$ cat src/common/rv_defs.svh
`ifndef RV_DEFS_SVH
`define RV_DEFS_SVH

// datapath width
`define RV_XLEN 32

// 32 architectural registers
`define RV_REG_AW 5

// addi x0, x0, 0
`define RV_NOP 32'h0000_0013

// first fetch address
`define RV_RESET_PC 32'h0000_0000

`endif
$ cat src/common/rv_pkg.sv
`include "rv_defs.svh"

package rv_pkg;

    typedef logic [`RV_XLEN-1:0]   word_t;      // data, instruction or pc
    typedef logic [`RV_REG_AW-1:0] reg_addr_t;
    typedef logic [`RV_XLEN-3:0]   imem_addr_t; // word address, pc[31:2]

    // only the two ALU opcodes are executed
    typedef enum logic [6:0] {
        OPC_OP     = 7'b0110011,
        OPC_OP_IMM = 7'b0010011
    } opcode_e;

    typedef enum logic [3:0] {
        ALU_ADD = 4'b0000,
        ALU_SUB = 4'b0001,
        ALU_AND = 4'b0010,
        ALU_OR  = 4'b0011,
        ALU_SLT = 4'b0100,
        ALU_XOR = 4'b0101,
        ALU_SLL = 4'b0110,
        ALU_SRA = 4'b0111,
        ALU_SRL = 4'b1000
    } alu_op_e;

endpackage

$ cat src/logic/rv_core.sv
`timescale 1ns/1ps

module rv_core
    import rv_pkg::*;
(
    input  logic       clk,
    input  logic       rst_n,
    input  word_t      i_imem_rdata,
    input  logic       i_imem_stall,
    output imem_addr_t o_imem_addr,
    output word_t      o_pc,
    output logic       o_wb_valid,
    output reg_addr_t  o_wb_rd,
    output word_t      o_wb_data
);

    word_t     f_inst;
    reg_addr_t dec_rs1_addr;
    reg_addr_t dec_rs2_addr;
    reg_addr_t dec_rd_addr;
    word_t     dec_imm;
    alu_op_e   dec_alu_op;
    logic      dec_use_imm;
    logic      dec_reg_write;
    word_t     rf_rs1_data;
    word_t     rf_rs2_data;

    fetch_stage u_fetch (
        .clk          (clk),
        .rst_n        (rst_n),
        .i_imem_rdata (i_imem_rdata),
        .i_imem_stall (i_imem_stall),
        .o_imem_addr  (o_imem_addr),
        .o_pc         (o_pc),
        .o_inst       (f_inst)
    );

    inst_decoder u_dec (
        .i_inst      (f_inst),
        .o_rs1_addr  (dec_rs1_addr),
        .o_rs2_addr  (dec_rs2_addr),
        .o_rd_addr   (dec_rd_addr),
        .o_imm       (dec_imm),
        .o_alu_op    (dec_alu_op),
        .o_use_imm   (dec_use_imm),
        .o_reg_write (dec_reg_write)
    );

    // write port is fed straight from the retirement port
    reg_file u_rf (
        .clk        (clk),
        .rst_n      (rst_n),
        .i_rs1_addr (dec_rs1_addr),
        .i_rs2_addr (dec_rs2_addr),
        .i_wr_addr  (o_wb_rd),
        .i_wr_en    (o_wb_valid),
        .i_wr_data  (o_wb_data),
        .o_rs1_data (rf_rs1_data),
        .o_rs2_data (rf_rs2_data)
    );

    execute_stage u_ex (
        .clk         (clk),
        .rst_n       (rst_n),
        .i_rs1_addr  (dec_rs1_addr),
        .i_rs2_addr  (dec_rs2_addr),
        .i_rd_addr   (dec_rd_addr),
        .i_rs1_data  (rf_rs1_data),
        .i_rs2_data  (rf_rs2_data),
        .i_imm       (dec_imm),
        .i_alu_op    (dec_alu_op),
        .i_use_imm   (dec_use_imm),
        .i_reg_write (dec_reg_write),
        .o_wb_valid  (o_wb_valid),
        .o_wb_rd     (o_wb_rd),
        .o_wb_data   (o_wb_data)
    );

endmodule

$ cat src/execute/execute_stage.sv
`timescale 1ns/1ps

module execute_stage
    import rv_pkg::*;
(
    input  logic      clk,
    input  logic      rst_n,
    input  reg_addr_t i_rs1_addr,
    input  reg_addr_t i_rs2_addr,
    input  reg_addr_t i_rd_addr,
    input  word_t     i_rs1_data,
    input  word_t     i_rs2_data,
    input  word_t     i_imm,
    input  alu_op_e   i_alu_op,
    input  logic      i_use_imm,
    input  logic      i_reg_write,
    output logic      o_wb_valid,
    output reg_addr_t o_wb_rd,
    output word_t     o_wb_data
);

    // decode to execute register
    reg_addr_t de_rs1_addr;
    reg_addr_t de_rs2_addr;
    reg_addr_t de_rd_addr;
    alu_op_e   de_alu_op;
    logic      de_use_imm;
    logic      de_reg_write;
    word_t     de_rs1_data;
    word_t     de_rs2_data;
    word_t     de_imm;

    word_t op_a;
    word_t op_b_reg;
    word_t op_b;
    word_t alu_out;

    always_ff @(posedge clk or negedge rst_n) begin
        if (!rst_n) begin
            de_rs1_addr  <= '0;
            de_rs2_addr  <= '0;
            de_rd_addr   <= '0;
            de_alu_op    <= ALU_ADD;
            de_use_imm   <= 1'b0;
            de_reg_write <= 1'b0;
        end else begin
            de_rs1_addr  <= i_rs1_addr;
            de_rs2_addr  <= i_rs2_addr;
            de_rd_addr   <= i_rd_addr;
            de_alu_op    <= i_alu_op;
            de_use_imm   <= i_use_imm;
            de_reg_write <= i_reg_write;
        end
    end

    always_ff @(posedge clk) begin
        de_rs1_data <= i_rs1_data;
        de_rs2_data <= i_rs2_data;
        de_imm      <= i_imm;
    end

    // forward from the writeback register, older results come via the regfile
    assign op_a     = (o_wb_valid && (o_wb_rd == de_rs1_addr)) ? o_wb_data : de_rs1_data;
    assign op_b_reg = (o_wb_valid && (o_wb_rd == de_rs2_addr)) ? o_wb_data : de_rs2_data;
    assign op_b     = de_use_imm ? de_imm : op_b_reg;

    always_comb begin
        case (de_alu_op)
            ALU_ADD: alu_out = op_a + op_b;
            ALU_SUB: alu_out = op_a - op_b;
            ALU_AND: alu_out = op_a & op_b;
            ALU_OR:  alu_out = op_a | op_b;
            ALU_SLT: alu_out = {31'b0, $signed(op_a) < $signed(op_b)};
            ALU_XOR: alu_out = op_a ^ op_b;
            ALU_SLL: alu_out = op_a << op_b[4:0];
            ALU_SRA: alu_out = $signed(op_a) >>> op_b[4:0];
            ALU_SRL: alu_out = op_a >> op_b[4:0];
            default: alu_out = op_a + op_b;
        endcase
    end

    // writeback register
    always_ff @(posedge clk or negedge rst_n) begin
        if (!rst_n) begin
            o_wb_valid <= 1'b0;
            o_wb_rd    <= '0;
        end else begin
            o_wb_valid <= de_reg_write;
            o_wb_rd    <= de_rd_addr;
        end
    end

    always_ff @(posedge clk) begin
        o_wb_data <= alu_out;
    end

    // rd of zero is filtered two stages earlier in the decoder
    a_wb_rd_nonzero: assert property (
        @(posedge clk) disable iff (!rst_n)
        o_wb_valid |-> (o_wb_rd != '0)
    );

    a_ctrl_known: assert property (
        @(posedge clk) disable iff (!rst_n)
        !$isunknown({o_wb_valid, o_wb_rd, de_reg_write, de_alu_op, de_use_imm})
    );

endmodule

$ cat src/decode/reg_file.sv
`timescale 1ns/1ps

module reg_file
    import rv_pkg::*;
(
    input  logic      clk,
    input  logic      rst_n,
    input  reg_addr_t i_rs1_addr,
    input  reg_addr_t i_rs2_addr,
    input  reg_addr_t i_wr_addr,
    input  logic      i_wr_en,
    input  word_t     i_wr_data,
    output word_t     o_rs1_data,
    output word_t     o_rs2_data
);

    word_t regs [1:31]; // x0 has no storage

    // read port with write-through from the port being written this cycle
    function automatic word_t read_port(input reg_addr_t addr);
        word_t data;
        if (addr == '0) begin
            data = '0;
        end else if (i_wr_en && (i_wr_addr == addr)) begin
            data = i_wr_data;
        end else begin
            data = regs[addr];
        end
        return data;
    endfunction

    assign o_rs1_data = read_port(i_rs1_addr);
    assign o_rs2_data = read_port(i_rs2_addr);

    always_ff @(posedge clk or negedge rst_n) begin
        if (!rst_n) begin
            for (int i = 1; i < 32; i++) begin
                regs[i] <= '0;
            end
        end else if (i_wr_en && (i_wr_addr != '0)) begin
            regs[i_wr_addr] <= i_wr_data;
        end
    end

    a_x0_zero: assert property (
        @(posedge clk) disable iff (!rst_n)
        ((i_rs1_addr != '0) || (o_rs1_data == '0)) &&
        ((i_rs2_addr != '0) || (o_rs2_data == '0))
    );

endmodule

$ cat src/decode/inst_decoder.sv
`timescale 1ns/1ps

module inst_decoder
    import rv_pkg::*;
(
    input  word_t     i_inst,
    output reg_addr_t o_rs1_addr,
    output reg_addr_t o_rs2_addr,
    output reg_addr_t o_rd_addr,
    output word_t     o_imm,
    output alu_op_e   o_alu_op,
    output logic      o_use_imm,
    output logic      o_reg_write
);

    logic [6:0] opcode;
    logic [2:0] funct3;
    logic       alt;       // inst[30], picks sub / sra
    logic       is_op;
    logic       is_op_imm;

    assign opcode    = i_inst[6:0];
    assign funct3    = i_inst[14:12];
    assign alt       = i_inst[30];
    assign is_op     = (opcode == OPC_OP);
    assign is_op_imm = (opcode == OPC_OP_IMM);

    assign o_rd_addr  = i_inst[11:7];
    assign o_rs1_addr = i_inst[19:15];
    assign o_rs2_addr = i_inst[24:20]; // junk for I-type, masked by use_imm

    // I-type immediate, sign-extended
    assign o_imm = {{20{i_inst[31]}}, i_inst[31:20]};

    assign o_use_imm = is_op_imm;

    // writes to x0 are dropped here so later stages never see them
    assign o_reg_write = (is_op || is_op_imm) && (o_rd_addr != '0);

    always_comb begin
        case (funct3)
            3'b000: begin
                // addi with a negative imm also has bit 30 set
                o_alu_op = (alt && is_op) ? ALU_SUB : ALU_ADD;
            end
            3'b001: o_alu_op = ALU_SLL;
            3'b010: o_alu_op = ALU_SLT;
            3'b100: o_alu_op = ALU_XOR;
            3'b101: begin
                o_alu_op = alt ? ALU_SRA : ALU_SRL;
            end
            3'b110: o_alu_op = ALU_OR;
            3'b111: o_alu_op = ALU_AND;
            default: o_alu_op = ALU_ADD; // sltu not implemented
        endcase
    end

endmodule

$ cat src/fetch/fetch_stage.sv
`timescale 1ns/1ps
`include "rv_defs.svh"

module fetch_stage
    import rv_pkg::*;
(
    input  logic       clk,
    input  logic       rst_n,
    input  word_t      i_imem_rdata,
    input  logic       i_imem_stall,
    output imem_addr_t o_imem_addr,
    output word_t      o_pc,
    output word_t      o_inst
);

    word_t pc_r;
    word_t inst_r;
    word_t inst_swapped;

    // memory word comes back byte-reversed
    assign inst_swapped = {i_imem_rdata[7:0], i_imem_rdata[15:8],
                           i_imem_rdata[23:16], i_imem_rdata[31:24]};

    assign o_imem_addr = pc_r[31:2];
    assign o_pc        = pc_r;
    assign o_inst      = inst_r;

    always_ff @(posedge clk or negedge rst_n) begin
        if (!rst_n) begin
            pc_r <= `RV_RESET_PC;
        end else if (!i_imem_stall) begin
            pc_r <= pc_r + 32'd4; // no branches, always sequential
        end
    end

    // fetch register, a stalled cycle turns into a bubble
    always_ff @(posedge clk or negedge rst_n) begin
        if (!rst_n) begin
            inst_r <= `RV_NOP;
        end else if (i_imem_stall) begin
            inst_r <= `RV_NOP;
        end else begin
            inst_r <= inst_swapped;
        end
    end

    // the same word is requested again after a stall
    a_pc_hold_on_stall: assert property (
        @(posedge clk) disable iff (!rst_n)
        i_imem_stall |=> $stable(pc_r)
    );

endmodule

$ cat config.mk
export PLATFORM = sky130hd
export DESIGN_NAME = rv_core
export DESIGN_NICKNAME = d
export VERILOG_FILES = /design/src/common/rv_pkg.sv /design/src/logic/rv_core.sv /design/src/execute/execute_stage.sv /design/src/decode/reg_file.sv /design/src/decode/inst_decoder.sv /design/src/fetch/fetch_stage.sv
export VERILOG_INCLUDE_DIRS = /design/src /design/src/common
export SDC_FILE = /design/constraint.sdc
export NUM_CORES = 2
export LEC_CHECK = 0
export BUFFER_PORTS_ARGS = -buffer_cell sky130_fd_sc_hd__buf_2
export CORE_MARGIN = 3
export CORE_UTILIZATION = 58
export DETAILED_ROUTE_END_ITERATION = 6
export PLACE_DENSITY = 0.77
export SKIP_LAST_GASP = 1
export SLEW_MARGIN = 25
export SYNTH_ARGS = -nofsm -noshare
export SYNTH_HDL_FRONTEND = slang
export SYNTH_SLANG_ARGS = --single-unit
$ cat constraint.sdc
create_clock -name clk -period 4.8 [get_ports clk]
set_input_delay 1.2 -clock clk [delete_from_list [all_inputs] [get_ports clk]]
set_output_delay 1.2 -clock clk [all_outputs]
set_load 0.02 [all_outputs]
# --- Word level (Yosys, flattened, before mapping) ---
# Index checks and enable logic that the tools add are counted.
word_totals:
  ff_bits: 1191
  output_inout_bits: 100
  inputBits: 35
  word_cells: 115
op_classes:
  n_reduce_logical: 14
  mux: 19
  n_shift: 3
  magnitude_cmp: 5
  n_eq_ne: 20
  addsub: 3
  bitwise: 6
op_table:
  columns: ["operator", "count"]
  rows:
  - ["992-bit bitwise mux", 1]
  - ["32-bit 2-to-1 mux", 11]
  - ["32-bit binary-select mux with 5-bit select", 2]
  - ["32-bit one-hot mux with 8 select lines", 1]
  - ["32-bit demux with 5-bit select", 1]
  - ["32-bit by 3-bit adder with 32-bit output (second input constant)", 1]
  - ["32-bit adder", 1]
  - ["32-bit AND", 1]
  - ["32-bit < comparator", 1]
  - ["32-bit bitwise OR", 1]
  - ["32-bit by 5-bit left shift with 32-bit output", 1]
  - ["32-bit by 5-bit >> shifter with 32-bit output", 1]
  - ["32-bit by 5-bit >>> shifter with 32-bit output", 1]
  - ["32-bit subtractor", 1]
  - ["32-bit XOR", 1]
  - ["4-bit one-hot mux with 7 select lines", 1]
  - ["5-bit == test", 4]
  - ["6-bit greater-or-equal comparator (second input constant)", 3]
  - ["5-bit NOT with 6-bit output", 3]
  - ["4-bit by 3-bit == test with 1-bit output (second input constant)", 4]
  - ["3-bit == test (second input constant)", 4]
  - ["5-bit logical NOT", 2]
  - ["5-bit nonzero test", 2]
  - ["4-bit by 2-bit == test with 1-bit output (second input constant)", 2]
  - ["12 further kinds", 19]

# --- Logic depth before layout (Yosys ltp) ---
logic_depth:
  word_depth: 6
  ltp_mapped: 23

# --- Modules after synthesis ---
# From an unflattened synthesis, not the netlist that was laid out.
unflattened:
  cells_unflattened: 5948
  hier_area_um2: 71034.4
by_module_without_submodules:
  columns: ["mod", "area_per_inst_um2", "n_inst", "seq_area_each_um2", "cells_each"]
  rows:
  - ["reg_file", 53732.8, 1, 24823.8, 3760]
  - ["execute_stage", 14148.6, 1, 3238.1, 1896]
  - ["fetch_stage", 2687.6, 1, 1555.2, 225]
  - ["inst_decoder", 465.4, 1, 0.0, 67]

# --- Worst setup path before layout ---
# No wires, ideal clock.
synth_path:
  kind: "reg2reg"
  startpoint: "reg u_ex.o_wb_rd[0]"
  endpoint: "reg u_ex.o_wb_data[30]"
  arrival_ns: 4.817
  stages_incl_launch_ff: 22
  required_time_ns: 4.666
  synth_period_minus_slack_ns: 4.951
  path_buffers: 4
  slack_ns: -0.151
  setup_ns: 0.134
  path_cell_list: "dfrtp_1 buf_6 xnor2_2 nand4_1 o211a_2 nor3_4 inv_4 buf_6 buf_6 buf_6 ha_1 fa_1 o21ba_2 nor4b_2 nor3_1 or3b_1 a211oi_2 o31a_1 o21ai_1 a31oi_1 mux2i_1 or4_1"
synth_via:
  elab_chain_cells: 6
synth_lines:
  columns: ["element", "line_no", "source"]
  rows:
  - ["start, declared", "execute_stage.sv:18", "output reg_addr_t o_wb_rd,"]
  - ["start signal, assigned", "execute_stage.sv:89", "o_wb_rd <= de_rd_addr;"]
  - ["5-bit == test", "execute_stage.sv:64", "assign op_b_reg = (o_wb_valid && (o_wb_rd == de_rs2_addr)) ? o_wb_data : de_rs2_data;"]
  - ["1-bit logical AND", "execute_stage.sv:64", null]
  - ["32-bit 2-to-1 mux", "execute_stage.sv:64", null]
  - ["32-bit 2-to-1 mux", "execute_stage.sv:65", "assign op_b = de_use_imm ? de_imm : op_b_reg;"]
  - ["32-bit adder (tied with other cells)", "execute_stage.sv:69, execute_stage.sv:78", null]
  - ["32-bit one-hot mux with 8 select lines (*)", "execute_stage.sv:68", "case (de_alu_op)"]
  - ["via u_ex.alu_out[30]", "execute_stage.sv:36", "word_t alu_out;"]
  - ["end signal, assigned", "execute_stage.sv:94", "o_wb_data <= alu_out;"]
  - ["end, declared", "execute_stage.sv:19", "output word_t o_wb_data"]
# The timed path passes the listed nets; every way through them passes the cells marked *.
# A chain may end at the register's enable or synchronous reset.

# --- Worst setup path in the final report ---
layout_path:
  startpoint: "reg u_ex.o_wb_rd[4]"
  endpoint: "reg u_ex.o_wb_data[30]"
# The elaborated chain is that of the path after synthesis.

==> results_dict.tcl <==
set metrics [dict create \
    clkLatencyLatePin_ns 0.79 \
    fin_crit_sh_pct 99.7 \
    avgSynthCellArea_um2 13.2 \
    drt-pass1-iter-count 7 \
    power_density_mw_per_mm2 375 \
    drv_cap 0 \
    cpPeakStageDelay_ns 0.52 \
    p_seq_share_pct 40.1 \
    antenna_found_initial 8 \
    netlist_area_mm2 0.0690 \
    drtAntennaViolNets 0 \
    first_iter_violations 6059 \
    required_ns 5.44 \
    synth_ff_type "dfrtp_1" \
    synth.distinct_cells 104 \
    grt_overflow 0 \
    finalSetupTns_ns 0 \
    placedCellCount 6622 \
    syn2layout_area_growth_pct 11.4 \
    hold_buffers 0 \
    finalInstanceArea_mm2 0.0769 \
    dpl_worst_slack_ns -0.226 \
    final_cells 6870 \
    first_global_vias 49400 \
    leakage_nw 34.7 \
    cp_slowest_cell "or4_1" \
    synth_edf_count 0 \
    die_h_um 351 \
    post-route-min-period_ns 4.78 \
    skew_ns 0.0422 \
    postSynth.asyncResetShare_pct 90.9 \
    ys_seq_area_share_pct 42.3 \
    setup_viol 0 \
    rrSetupSlack_ns 0.02 \
    yosysTopAreaCellShare_pct 39.1 \
    hold_class "in -> async" \
    worst_setup_path_end_kind "flip-flop" \
    placed_area_mm2 0.0722 \
    peakVddDrop_mv 0.400 \
    numClockSinks 1189 \
    ctsRootBufferMaster "clkbuf_16" \
    row_count 125 \
    p_comb_share_pct 24.0 \
    viasPerCell 7.18 \
    yosys_register_bits 1189 \
    rsz0062_at_grt "true" \
    die-area_mm2 0.123 \
    p_int_mw 19.6 \
    grt_usage_pct 35.8 \
    p_sw_share_pct 32.2 \
    drc 1 \
    arrival_ns 5.43 \
    timing_worst_setup_path_type "reg -> reg" \
    cp_max_fo 4 \
    io_buffers 132 \
    path_delay_family "simple AND/OR/NAND/NOR gates" \
    final_common_cell "mux2_2" \
    finalWirelength_mm 220 \
    h-tree-depth 4 \
    vias 49300 \
    layout_common_cells "1108 x mux2_2, 1066 x dfrtp_1, 582 x mux4_2" \
    hold_viol 0 \
    yosysTopAreaCell "dfrtp_1" \
    core_area_mm2 0.117 \
    outcome "complete, but fails checks" \
    start_util_pct 58.9 \
    switchingPower_mw 9.27 \
    fmax_ghz 0.209 \
    gp_congestion 1.03 \
    clk_pin_slew_worst_paths_ns 0.06 \
    ios 135 \
    cts_tree "built" \
    ys_warn_count 0 \
    synthTopCellsByArea "dfrtp_1 39%, mux4_2 19%, mux2_2 18%" \
    drive_gt1_share_pct 45.7 \
    slew_viol_final 0 \
    worst_slack_ns 0.0156 \
    nets 5375 \
    fp.dieW_um 351 \
    cts_buffers 131 \
    fillers 8109 \
    wl_per_cell_um 32.0 \
    clockBufferDepth 3 \
    p_clk_share_pct 35.9 \
    netlist_instances 5225 \
    worstSetupStartpointType "flip-flop" \
    maxSlewHeadroom_pct 26.0 \
    grt_pass1_wl_mm 327 \
    violations "design-rule violations" \
    tightest_slew_ns 1.11 \
    hpwlAfterDp_mm 138 \
    cp_cell_sequence "buf_4 > xnor2_4 > nand4_1 > o211a_2 > nor3_4 > inv_4 > ha_4 > fa_2 > o21ba_4 > nor4b_4 > nor3_2 > or3b_4 > a211oi_4 > o31a_1 > o21ai_2 > a31oi_1 > mux2i_1 > or4_1" \
    grt_max_degree 153 \
    crit_buf_inv 2 \
]
[power by group through the flow]
stage	logic, mW	clock network, mW	registers (mW)
global placement	6.58	0	11.6
finish	6.92	10.3	11.6
global route	7.34	10.8	11.6
floorplan	4.29	0	11.6
CTS	6.69	10.4	11.5
detailed placement	6.65	0	11.7
[worst reg2reg max path, delay by kind of cell (launching register included)]
family | cells | cell delay [ns]
xor+xnor | 1 | 0.15
compound gates | 6 | 1.43
fa+ha+maj | 2 | 0.53
buf+inv | 2 | 0.26
mux | 1 | 0.09
simple gates | 6 | 1.80
flops | 1 | 0.42
[final timing paths]
path / from / endpoint / cells after the start
worst min-delay path: rst_n / u_rf.regs[146]$_DFFE_PN0P_ / 1
max in group asynchronous: rst_n / u_ex.de_alu_op[0]$_DFF_PN0_ / 2
worst min register to register: u_fetch.o_inst[29]$_DFF_PN0_ / u_ex.de_imm[9]$_DFF_P_ / 0
min in group clk: u_fetch.o_inst[29]$_DFF_PN0_ / u_ex.de_imm[9]$_DFF_P_ / 0
worst max register to register: u_ex.o_wb_rd[4]$_DFF_PN0_ / u_ex.o_wb_data[30]$_DFF_P_ / 18
worst max-delay path: u_ex.o_wb_rd[4]$_DFF_PN0_ / u_ex.o_wb_data[30]$_DFF_P_ / 18
[cell families (layout without fill, tap and decap cells)]
kind of cell	after synthesis	in the layout	synth area share, %
XOR/XNOR	58	58	0.757
AND/OR/NAND/NOR	674	674	4.60
adder cells (fa/ha/maj)	100	100	1.83
other	1	3	0.00543
multiplexers	1866	1866	39.6
flip-flops	1189	1189	42.3
buffers and inverters	639	758	3.84
AO/OA/AOI/OAI	698	698	7.05
[Yosys cell counts (24+ instances only)]
master       n
inv_1       96
buf_4       35
xnor2_1     38
mux2i_1    175
dfxtp_1    108
o21ai_0    113
ha_1        98
mux4_2     582
dfrtp_1   1078
o211ai_1    41
a22o_1      69
o21a_1      30
buf_2       25
buf_1      103
nor2b_1     41
mux2_2    1108
nor2_1     274
nand3_1     56
clkbuf_1   364
nand2_1    141
nor3_1      24
a21oi_1    166
[per-stage QoR]
stage	util, %	hold slack, ns	power [mW]
after CTS	65.4	0.324	28.6
after global placement	61.6	0.328	18.2
after global routing	65.6	0.346	29.8
final	65.6	0.338	28.8
after detailed placement	61.6	0.329	18.3
after floorplan	-	0.324	15.8
[flip-flops by register name, indices dropped and copies added (netlist names)]
name and flops:
u_fetch.o_inst 32, u_ex.de_rs1_data 32, u_ex.de_rs2_addr 5, u_rf.regs 992, u_ex.de_rs1_addr 5, u_fetch.o_pc 30, u_ex.de_imm 12, u_ex.de_reg_write 1
u_ex.de_alu_op 4, u_ex.o_wb_rd 5, u_ex.de_use_imm 1, u_ex.o_wb_valid 1, u_ex.o_wb_data 32, u_ex.de_rd_addr 5, u_ex.de_rs2_data 32
[area by class of cell]
cell class / instances / area, um2 / area share (%)
Sequential cell: 1189 / 29300 / 38.1
Multi-Input combinational cell: 3398 / 37600 / 49.0
Clock buffer: 194 / 3890 / 5.06
Timing Repair Buffer: 418 / 3260 / 4.24
Clock inverter: 44 / 546 / 0.709
Antenna cell: 1 / 2.50 / 0.00325
Tap cell: 1524 / 1910 / 2.48
Inverter: 102 / 385 / 0.501
[routing by layer]
layer	global-route usage (%)	vias up	routed length [um]	part of all wire, %
met3	8.13	702	22700	10
met2	55.1	2950	102000	46
met4	16.5	10	11300	5.1
li1	-	19900	-	-
met5	0	-	57	0.026
met1	48.8	25800	83700	38
[repair_timing]
| item | in CTS | in global routing |
|---|---|---|
| gates resized for setup | 3 | 33 |
| cloned | 0 | 0 |
| pin swaps | 1 | 13 |
| endpoints found under the hold margin | 0 | 0 |
| endpoints found under the setup margin | 5 | 9 |
| buffers inserted | 0 | 9 |
Note: power is estimated with default switching activity, not from simulation.
